$ cat src/logic/lsu_pkg.sv
`default_nettype none

package lsu_pkg;

	// --------------------------------------------------
	// widths
	// --------------------------------------------------
	localparam int addr_width     = 32;
	localparam int data_width     = 32;
	localparam int bus_width      = 64;
	localparam int strb_width     = 8;
	localparam int reg_addr_width = 5;

	typedef logic [addr_width-1:0]     addr_t;
	typedef logic [data_width-1:0]     word_t;
	typedef logic [bus_width-1:0]      bus_data_t;
	typedef logic [strb_width-1:0]     strb_t;
	typedef logic [reg_addr_width-1:0] reg_addr_t;

	typedef enum logic [2:0] {
		op_lb, op_lbu, op_lh, op_lhu, op_lw, op_sb, op_sh, op_sw
	} lsu_op_t;

	// bus stage states
	typedef enum logic [2:0] {
		seq_idle, seq_request, seq_wait_resp, seq_second_request, seq_second_wait, seq_done
	} seq_state_t;

	// --------------------------------------------------
	// stage payloads
	// --------------------------------------------------
	typedef struct packed {
		lsu_op_t   op;
		addr_t     addr;
		word_t     store_data;
		reg_addr_t rd;
	} lsu_request_t;

	typedef struct packed {
		lsu_op_t   op;
		reg_addr_t rd;
		logic [1:0] addr_lo;
		addr_t     first_addr;
		addr_t     second_addr;
		strb_t     first_strb;
		strb_t     second_strb;
		bus_data_t bus_store_data;
		logic      two_beats;
	} access_plan_t;

	typedef struct packed {
		addr_t     addr;
		logic      write;
		strb_t     strb;
		bus_data_t wdata;
	} bus_request_t;

	typedef struct packed {
		bus_data_t rdata;
	} bus_response_t;

	typedef struct packed {
		lsu_op_t   op;
		reg_addr_t rd;
		logic [1:0] addr_lo;
		strb_t     first_strb;
		strb_t     second_strb;
		bus_data_t first_rdata;
		bus_data_t second_rdata;
	} beat_pair_t;

	typedef struct packed {
		reg_addr_t rd;
		word_t     data;
		logic      reg_write;
	} lsu_result_t;

endpackage

`default_nettype wire

$ cat src/logic/access_planner.sv
`default_nettype none

module access_planner
	import lsu_pkg::*;
(
	input  wire logic   clock,
	input  wire logic   reset,
	input  wire logic   req_valid,
	input  lsu_request_t request,
	input  wire logic   plan_ready,
	output logic        req_ready,
	output logic        plan_valid,
	output access_plan_t plan
);

	logic [3:0]             byte_mask;
	logic [7:0]             word_mask;
	logic [2*bus_width-1:0] store_rot;
	addr_t                  first_addr;
	access_plan_t           next_plan;
	logic                   accept;

	// single entry, refilled in the cycle it drains
	assign req_ready = !plan_valid || plan_ready;
	assign accept    = req_valid && req_ready;

	// --------------------------------------------------
	// beat plan
	// --------------------------------------------------
	always_comb begin
		case (request.op)
			op_lw, op_sw:         byte_mask = 4'b1111;
			op_lh, op_lhu, op_sh: byte_mask = 4'b0011;
			default:              byte_mask = 4'b0001;
		endcase
	end

	// low nibble hits the first word, high nibble spills into the next
	assign word_mask  = {4'b0000, byte_mask} << request.addr[1:0];
	assign first_addr = {request.addr[addr_width-1:2], 2'b00};

	// rotate through 64 bits so upper bytes wrap into low lanes
	assign store_rot = {2{{(bus_width-data_width){1'b0}}, request.store_data}}
		<< {request.addr[2:0], 3'b000};

	always_comb begin
		next_plan.op          = request.op;
		next_plan.rd          = request.rd;
		next_plan.addr_lo     = request.addr[1:0];
		next_plan.first_addr  = first_addr;
		next_plan.second_addr = first_addr + addr_t'(4);
		next_plan.two_beats   = |word_mask[7:4];
		next_plan.bus_store_data = store_rot[2*bus_width-1:bus_width];
		// lane half follows bit 2 of each beat address
		if (request.addr[2]) begin
			next_plan.first_strb  = {word_mask[3:0], 4'b0000};
			next_plan.second_strb = {4'b0000, word_mask[7:4]};
		end else begin
			next_plan.first_strb  = {4'b0000, word_mask[3:0]};
			next_plan.second_strb = {word_mask[7:4], 4'b0000};
		end
	end

	// --------------------------------------------------
	// stage register
	// --------------------------------------------------
	always_ff @(posedge clock) begin
		if (reset) begin
			plan_valid <= 1'b0;
		end else if (accept) begin
			plan_valid <= 1'b1;
		end else if (plan_ready) begin
			plan_valid <= 1'b0;
		end
	end

	always_ff @(posedge clock) begin
		if (accept) begin
			plan <= next_plan;
		end
	end

endmodule

`default_nettype wire

$ cat src/logic/bus_sequencer.sv
`default_nettype none

module bus_sequencer
	import lsu_pkg::*;
(
	input  wire logic    clock,
	input  wire logic    reset,
	input  wire logic    plan_valid,
	input  access_plan_t plan,
	input  wire logic    mem_req_ready,
	input  wire logic    mem_resp_valid,
	input  bus_response_t mem_resp,
	output logic         plan_ready,
	output logic         mem_req_valid,
	output bus_request_t mem_req,
	output logic         mem_resp_ready,
	output logic         beats_valid,
	output beat_pair_t   beats
);

	seq_state_t   state;
	access_plan_t cur;
	bus_data_t    first_rdata;
	bus_data_t    second_rdata;
	logic         take_plan;
	logic         second_beat;

	// a new access starts only once the previous one is handed off
	assign plan_ready  = (state == seq_idle) || (state == seq_done);
	assign take_plan   = plan_valid && plan_ready;
	assign second_beat = (state == seq_second_request) || (state == seq_second_wait);

	// --------------------------------------------------
	// FSM
	// --------------------------------------------------
	always_ff @(posedge clock) begin
		if (reset) begin
			state <= seq_idle;
		end else begin
			case (state)
				seq_idle, seq_done: begin
					if (take_plan) begin
						state <= seq_request;
					end else begin
						state <= seq_idle;
					end
				end
				seq_request: begin
					if (mem_req_ready) begin
						state <= seq_wait_resp;
					end
				end
				seq_wait_resp: begin
					if (mem_resp_valid) begin
						state <= cur.two_beats ? seq_second_request : seq_done;
					end
				end
				seq_second_request: begin
					if (mem_req_ready) begin
						state <= seq_second_wait;
					end
				end
				seq_second_wait: begin
					if (mem_resp_valid) begin
						state <= seq_done;
					end
				end
				default: state <= seq_idle;
			endcase
		end
	end

	// held access and returned beats
	always_ff @(posedge clock) begin
		if (take_plan) begin
			cur <= plan;
		end
		if (state == seq_wait_resp && mem_resp_valid) begin
			first_rdata <= mem_resp.rdata;
		end
		if (state == seq_second_wait && mem_resp_valid) begin
			second_rdata <= mem_resp.rdata;
		end
	end

	// --------------------------------------------------
	// bus side
	// --------------------------------------------------
	assign mem_req_valid  = (state == seq_request) || (state == seq_second_request);
	assign mem_resp_ready = (state == seq_wait_resp) || (state == seq_second_wait);

	// stores run the same beats, their response data is dropped later
	always_comb begin
		mem_req.addr  = second_beat ? cur.second_addr : cur.first_addr;
		mem_req.write = cur.op inside {op_sb, op_sh, op_sw};
		mem_req.strb  = second_beat ? cur.second_strb : cur.first_strb;
		mem_req.wdata = cur.bus_store_data;
	end

	// --------------------------------------------------
	// handoff to writeback
	// --------------------------------------------------
	assign beats_valid = (state == seq_done);

	always_comb begin
		beats.op           = cur.op;
		beats.rd           = cur.rd;
		beats.addr_lo      = cur.addr_lo;
		beats.first_strb   = cur.first_strb;
		// zero for single beats, so the aligner ignores the second word
		beats.second_strb  = cur.second_strb;
		beats.first_rdata  = first_rdata;
		beats.second_rdata = second_rdata;
	end

endmodule

`default_nettype wire

$ cat src/logic/load_aligner.sv
`default_nettype none

module load_aligner
	import lsu_pkg::*;
(
	input  wire logic  clock,
	input  wire logic  reset,
	input  wire logic  beats_valid,
	input  beat_pair_t beats,
	output logic       result_valid,
	output lsu_result_t result
);

	localparam int word_bytes = data_width / 8;

	word_t                   gathered;
	logic [2*data_width-1:0] rotated;
	word_t                   aligned;
	word_t                   load_data;
	logic                    is_load;

	// byte k holds the accessed byte whose address is k mod 4
	always_comb begin
		for (int k = 0; k < word_bytes; k++) begin
			gathered[8*k +: 8] =
				({8{beats.first_strb[k]}} & beats.first_rdata[8*k +: 8])
				| ({8{beats.first_strb[k+word_bytes]}} & beats.first_rdata[8*k+data_width +: 8])
				| ({8{beats.second_strb[k]}} & beats.second_rdata[8*k +: 8])
				| ({8{beats.second_strb[k+word_bytes]}} & beats.second_rdata[8*k+data_width +: 8]);
		end
	end

	// bring the first byte of the access down to bits 7:0
	assign rotated = {gathered, gathered} >> {beats.addr_lo, 3'b000};
	assign aligned = rotated[data_width-1:0];

	assign is_load = beats.op inside {op_lb, op_lbu, op_lh, op_lhu, op_lw};

	always_comb begin
		case (beats.op)
			op_lb:   load_data = {{24{aligned[7]}}, aligned[7:0]};
			op_lbu:  load_data = {24'b0, aligned[7:0]};
			op_lh:   load_data = {{16{aligned[15]}}, aligned[15:0]};
			op_lhu:  load_data = {16'b0, aligned[15:0]};
			op_lw:   load_data = aligned;
			default: load_data = '0;
		endcase
	end

	// --------------------------------------------------
	// result register
	// --------------------------------------------------
	always_ff @(posedge clock) begin
		if (reset) begin
			result_valid <= 1'b0;
		end else begin
			result_valid <= beats_valid;
		end
	end

	always_ff @(posedge clock) begin
		if (beats_valid) begin
			result.rd        <= beats.rd;
			result.data      <= load_data;
			result.reg_write <= is_load;
		end
	end

endmodule

`default_nettype wire

$ cat src/logic/lsu_top.sv
`default_nettype none

module lsu_top
	import lsu_pkg::*;
(
	input  wire logic     clock,
	input  wire logic     reset,
	input  wire logic     req_valid,
	input  lsu_request_t  request,
	input  wire logic     mem_req_ready,
	input  wire logic     mem_resp_valid,
	input  bus_response_t mem_resp,
	output logic          req_ready,
	output logic          mem_req_valid,
	output bus_request_t  mem_req,
	output logic          mem_resp_ready,
	output logic          result_valid,
	output lsu_result_t   result
);

	// planner to sequencer
	logic         plan_valid;
	logic         plan_ready;
	access_plan_t plan;

	// sequencer to aligner, no back-pressure
	logic         beats_valid;
	beat_pair_t   beats;

	access_planner access_planner_inst (
		.clock      (clock),
		.reset      (reset),
		.req_valid  (req_valid),
		.request    (request),
		.plan_ready (plan_ready),
		.req_ready  (req_ready),
		.plan_valid (plan_valid),
		.plan       (plan)
	);

	bus_sequencer bus_sequencer_inst (
		.clock          (clock),
		.reset          (reset),
		.plan_valid     (plan_valid),
		.plan           (plan),
		.mem_req_ready  (mem_req_ready),
		.mem_resp_valid (mem_resp_valid),
		.mem_resp       (mem_resp),
		.plan_ready     (plan_ready),
		.mem_req_valid  (mem_req_valid),
		.mem_req        (mem_req),
		.mem_resp_ready (mem_resp_ready),
		.beats_valid    (beats_valid),
		.beats          (beats)
	);

	load_aligner load_aligner_inst (
		.clock        (clock),
		.reset        (reset),
		.beats_valid  (beats_valid),
		.beats        (beats),
		.result_valid (result_valid),
		.result       (result)
	);

endmodule

`default_nettype wire

$ cat config.mk
export PLATFORM = sky130hd
export DESIGN_NAME = lsu_top
export DESIGN_NICKNAME = d
export VERILOG_FILES = /design/src/logic/lsu_pkg.sv /design/src/logic/access_planner.sv /design/src/logic/bus_sequencer.sv /design/src/logic/load_aligner.sv /design/src/logic/lsu_top.sv
export SDC_FILE = /design/constraint.sdc
export NUM_CORES = 1
export LEC_CHECK = 0
export ABC_AREA = 0
export BUFFER_PORTS_ARGS = -buffer_cell sky130_fd_sc_hd__buf_2
export CORE_MARGIN = 8
export CORE_UTILIZATION = 40
export CTS_CLUSTER_SIZE = 25
export DETAILED_ROUTE_END_ITERATION = 8
export PLACE_DENSITY = 0.7
export SLEW_MARGIN = 20
export SYNTH_ARGS = -nofsm -noshare
export SYNTH_HDL_FRONTEND = slang
export SYNTH_SLANG_ARGS = --single-unit
$ cat constraint.sdc
create_clock -name clock -period 30.6 [get_ports clock]
set_input_delay 7.65 -clock clock [delete_from_list [all_inputs] [get_ports clock]]
set_output_delay 7.65 -clock clock [all_outputs]
set_load 0.1 [all_outputs]
==> run metrics <==
antenna violations before repair 0; detailed-router iteration count before antenna repair 5; clock transition at the registers of the reported paths around 0.060 ns; first-pass GRT wire length between 60 and 70 mm; effective utilization at floorplan 40.1%; area of the multi-input gates 3770 µm²; Starting DRT DRC Count 798; path type of the worst min-delay path flip-flop to flip-flop; met3 capacity usage during global routing 4.10%; status completed; row cnt 78; final instance area between 20,000 and 25,000 µm²; count of endpoints failing hold in the final timing report 0; total number of nets in the final design between 1,500 and 2,000; instance count of the mapped netlist approximately 1,200; relative max-transition margin between 30% and 40%; share of layout cells above drive strength 1 between 20 and 30%; count of max-cap constraint violations 0; CTS H-Tree Depth 2; final design utilization 47.0%; number of port buffers 285; Post-synth top flop sky130_fd_sc_hd__edfxtp_1; routed wirelength normalized by instance count 21.2 µm; post-detailed-placement half-perimeter wirelength 29.6 mm; met1 track demand over resource in global routing about a fifth; register bit total from synthesis 453; number of vias after detailed routing 10,700; total CTS buffers 47; kind of start point of the critical path flip-flop; worst ir drop on vdd 51.5 µV; Die Y ~230 µm; biggest fanout along the worst timing path 38; unrepaired setup endpoints after global routing no; CTS tree yes; clock root buffer sky130_fd_sc_hd__clkbuf_16; maximum number of pins on one net before global-route repair 150; Critical Path RT approximately 23 ns; Hold Buf Count CTS 0; Min-Delay Path Depth 0; pre-CTS WS 20.30 ns; aggregate routed wire length 43.5 mm; Die Outline Area 52,200 µm²; Inserted Diodes 0; deepest clock path buffer count 3; cell leakage power 7.71 nW; met2 layer usage reported by global route 27.4%; area after detailed placement 19,600 µm²; final-layout setup total negative slack 0 ns; total count of max-transition violations in the final report 0; Routed Antenna Nets 0; vias per std cell roughly 5.2; GRT Max-Usage Layer met2; Final Cycle Share 34.7%; number of flops mapped to enable cells by yosys 448; CP Data Arrival Time approximately 3.0 ns; Area growth syn-to-layout 17.1%; count of yosys warnings during synthesis 0; clock insertion delay at the later pin of the skew report about 0.56 ns; final critical-path required period 10.62 ns; fmax 0.0942 GHz; count of pins on the block boundary 288; vias in the first global route between 10,000 and 15,000; register area share after synthesis between 70% and 80%; Core Region 45,000 µm²; post-synthesis instance area approximately 18,000 µm²; final weighted congestion in routability-driven placement 0.962; clk sinks 453; power per cell area roughly 68 nW/µm²; setup-violating endpoint count in the final report 0; Tot Pwr 1.44 mW; Yosys cell types between 40 and 50; post-CTS resize count 0; count of fill cells added during filler insertion 3,882; maximum clock skew at final layout 0.0143 ns; Sequential Area 13,600 µm²; number of remaining DRC errors 0; GRT Residual Overflow 0; pin slew with the least headroom to its limit 0.954 ns; min setup slack post-route 19.98 ns; sort of element at the end of the critical path output port; share of synthesized flip-flops with an asynchronous set or reset 0%; number of buffers inserted by post-CTS setup repair 0; Syn Area/Cell 15.1 µm²; gr usage total 16.1%; x dimension of the die ~230 µm; class of the most critical setup path flip-flop to output port; depth of the worst register-to-register path 4
-- layer usage --
metal | vias to the layer above | wire (µm)
li1 | 4884 | -
met1 | 5244 | 17000
met2 | 456 | 21800
met3 | 70 | 3580
met4 | 0 | 1090
met5 | - | 0
-- state kept, by name, indices dropped and copies added (netlist names) --
name and cells:
access_planner_inst.plan 149, bus_sequencer_inst.first_rdata 64, bus_sequencer_inst.beats 24, bus_sequencer_inst.state 3
bus_sequencer_inst.cur 61, bus_sequencer_inst.second_rdata 48, bus_sequencer_inst.mem_req 64, load_aligner_inst.result 38
load_aligner_inst.result_valid 1, access_planner_inst.plan_valid 1
-- logic make-up (layout without fill, tap and decap cells) --
family,after synthesis,after routing,share of synthesized area (%)
xor gates and xnor gates,31,31,1.50
AOI/OAI and AO/OA,206,206,7.19
muxes,67,67,4.02
DFF,453,453,75.1
buffers and inverters,138,394,4.32
and+or+nand+nor,302,302,7.82
other,1,2,0.0208
adders and majority gates,1,1,0.0693
-- path summary, 6_finish.rpt --
check	start	endpoint	slack [ns]
worst min-delay path	access_planner_inst.plan[123]	bus_sequencer_inst.cur[123]	0.41
worst max register to register	bus_sequencer_inst.state[0]	access_planner_inst.plan[95]	27.88
worst max-delay path	bus_sequencer_inst.state[1]	mem_req[80]	19.98
worst min register to register	access_planner_inst.plan[123]	bus_sequencer_inst.cur[123]	0.41
-- cells in the final DEF (no fill, tap or decap), drive strengths merged, types with 5 or more instances in the layout --
cell type / count
nand3: 37
nand4: 9
a211o: 7
a211oi: 8
mux2: 44
a21oi: 20
clkinv: 19
mux2i: 23
inv: 11
edfxtp: 448
nor3: 9
xnor2: 19
a31oi: 7
or2: 10
nor2b: 14
xor2: 12
nand2: 127
buf: 299
and2: 16
o22ai: 8
o21ai: 79
clkbuf: 60
dfxtp: 5
a22oi: 57
nor2: 58
and3: 8
o211ai: 7
nand2b: 5
o31ai: 8
-- stage by stage --
stage               hold WS [ns]  std cells
floorplan                  0.400       1200
global placement           0.401       1970
detailed placement         0.405       1970
CTS                        0.416       2055
global route               0.417       2056
finish                     0.414       2056
-- critical path, stage by stage, from the launching register on --
cell and delay, ns:
sky130_fd_sc_hd__dfxtp_1 0.46, sky130_fd_sc_hd__nand2b_1 0.33, sky130_fd_sc_hd__nor2_1 0.14, sky130_fd_sc_hd__a21oi_4 0.14
sky130_fd_sc_hd__buf_4 0.53, sky130_fd_sc_hd__mux2_2 0.31, sky130_fd_sc_hd__buf_2 0.43
-- cell usage after synthesis (2+ instances only) --
cell / instances / share of area, %
sky130_fd_sc_hd__a211o_1: 7 / 0.34
sky130_fd_sc_hd__a211oi_1: 8 / 0.33
sky130_fd_sc_hd__a21oi_1: 20 / 0.55
sky130_fd_sc_hd__a221o_1: 2 / 0.11
sky130_fd_sc_hd__a22oi_1: 57 / 2.4
sky130_fd_sc_hd__a31oi_1: 7 / 0.24
sky130_fd_sc_hd__and2_1: 16 / 0.55
sky130_fd_sc_hd__and3_1: 8 / 0.28
sky130_fd_sc_hd__buf_1: 8 / 0.17
sky130_fd_sc_hd__buf_2: 11 / 0.30
sky130_fd_sc_hd__buf_4: 66 / 2.7
sky130_fd_sc_hd__clkbuf_1: 42 / 0.87
sky130_fd_sc_hd__dfxtp_1: 5 / 0.55
sky130_fd_sc_hd__edfxtp_1: 448 / 75
sky130_fd_sc_hd__inv_1: 10 / 0.21
sky130_fd_sc_hd__mux2_2: 44 / 2.7
sky130_fd_sc_hd__mux2i_1: 23 / 1.3
sky130_fd_sc_hd__nand2_1: 127 / 2.6
sky130_fd_sc_hd__nand2b_1: 5 / 0.17
sky130_fd_sc_hd__nand3_1: 35 / 0.97
sky130_fd_sc_hd__nand4_1: 9 / 0.31
sky130_fd_sc_hd__nor2_1: 57 / 1.2
sky130_fd_sc_hd__nor2b_1: 14 / 0.49
sky130_fd_sc_hd__nor3_1: 9 / 0.25
sky130_fd_sc_hd__nor3b_1: 3 / 0.12
sky130_fd_sc_hd__o211ai_1: 7 / 0.29
sky130_fd_sc_hd__o21ai_0: 78 / 2.2
sky130_fd_sc_hd__o22ai_1: 8 / 0.28
sky130_fd_sc_hd__o31ai_1: 8 / 0.33
sky130_fd_sc_hd__or2_2: 10 / 0.35
sky130_fd_sc_hd__or3_1: 2 / 0.069
sky130_fd_sc_hd__xnor2_1: 19 / 0.92
sky130_fd_sc_hd__xor2_1: 12 / 0.58
-- final cells by class --
cell class              instances  share of cell area, %
well taps                     600                   3.55
repair buffers                299                   7.40
multi-input cells             609                   17.8
flip-flops and latches        453                   64.1
clock inverters                25                   1.02
inverters                      10                  0.178
clock buffers                  60                   5.90
-- where the power goes --
part	internal (mW)	total (mW)	switching (mW)
registers	0.722	0.735	0.0126
clock network	0.314	0.542	0.229
logic	0.0335	0.162	0.129
Note: power is estimated with default switching activity, not from simulation.
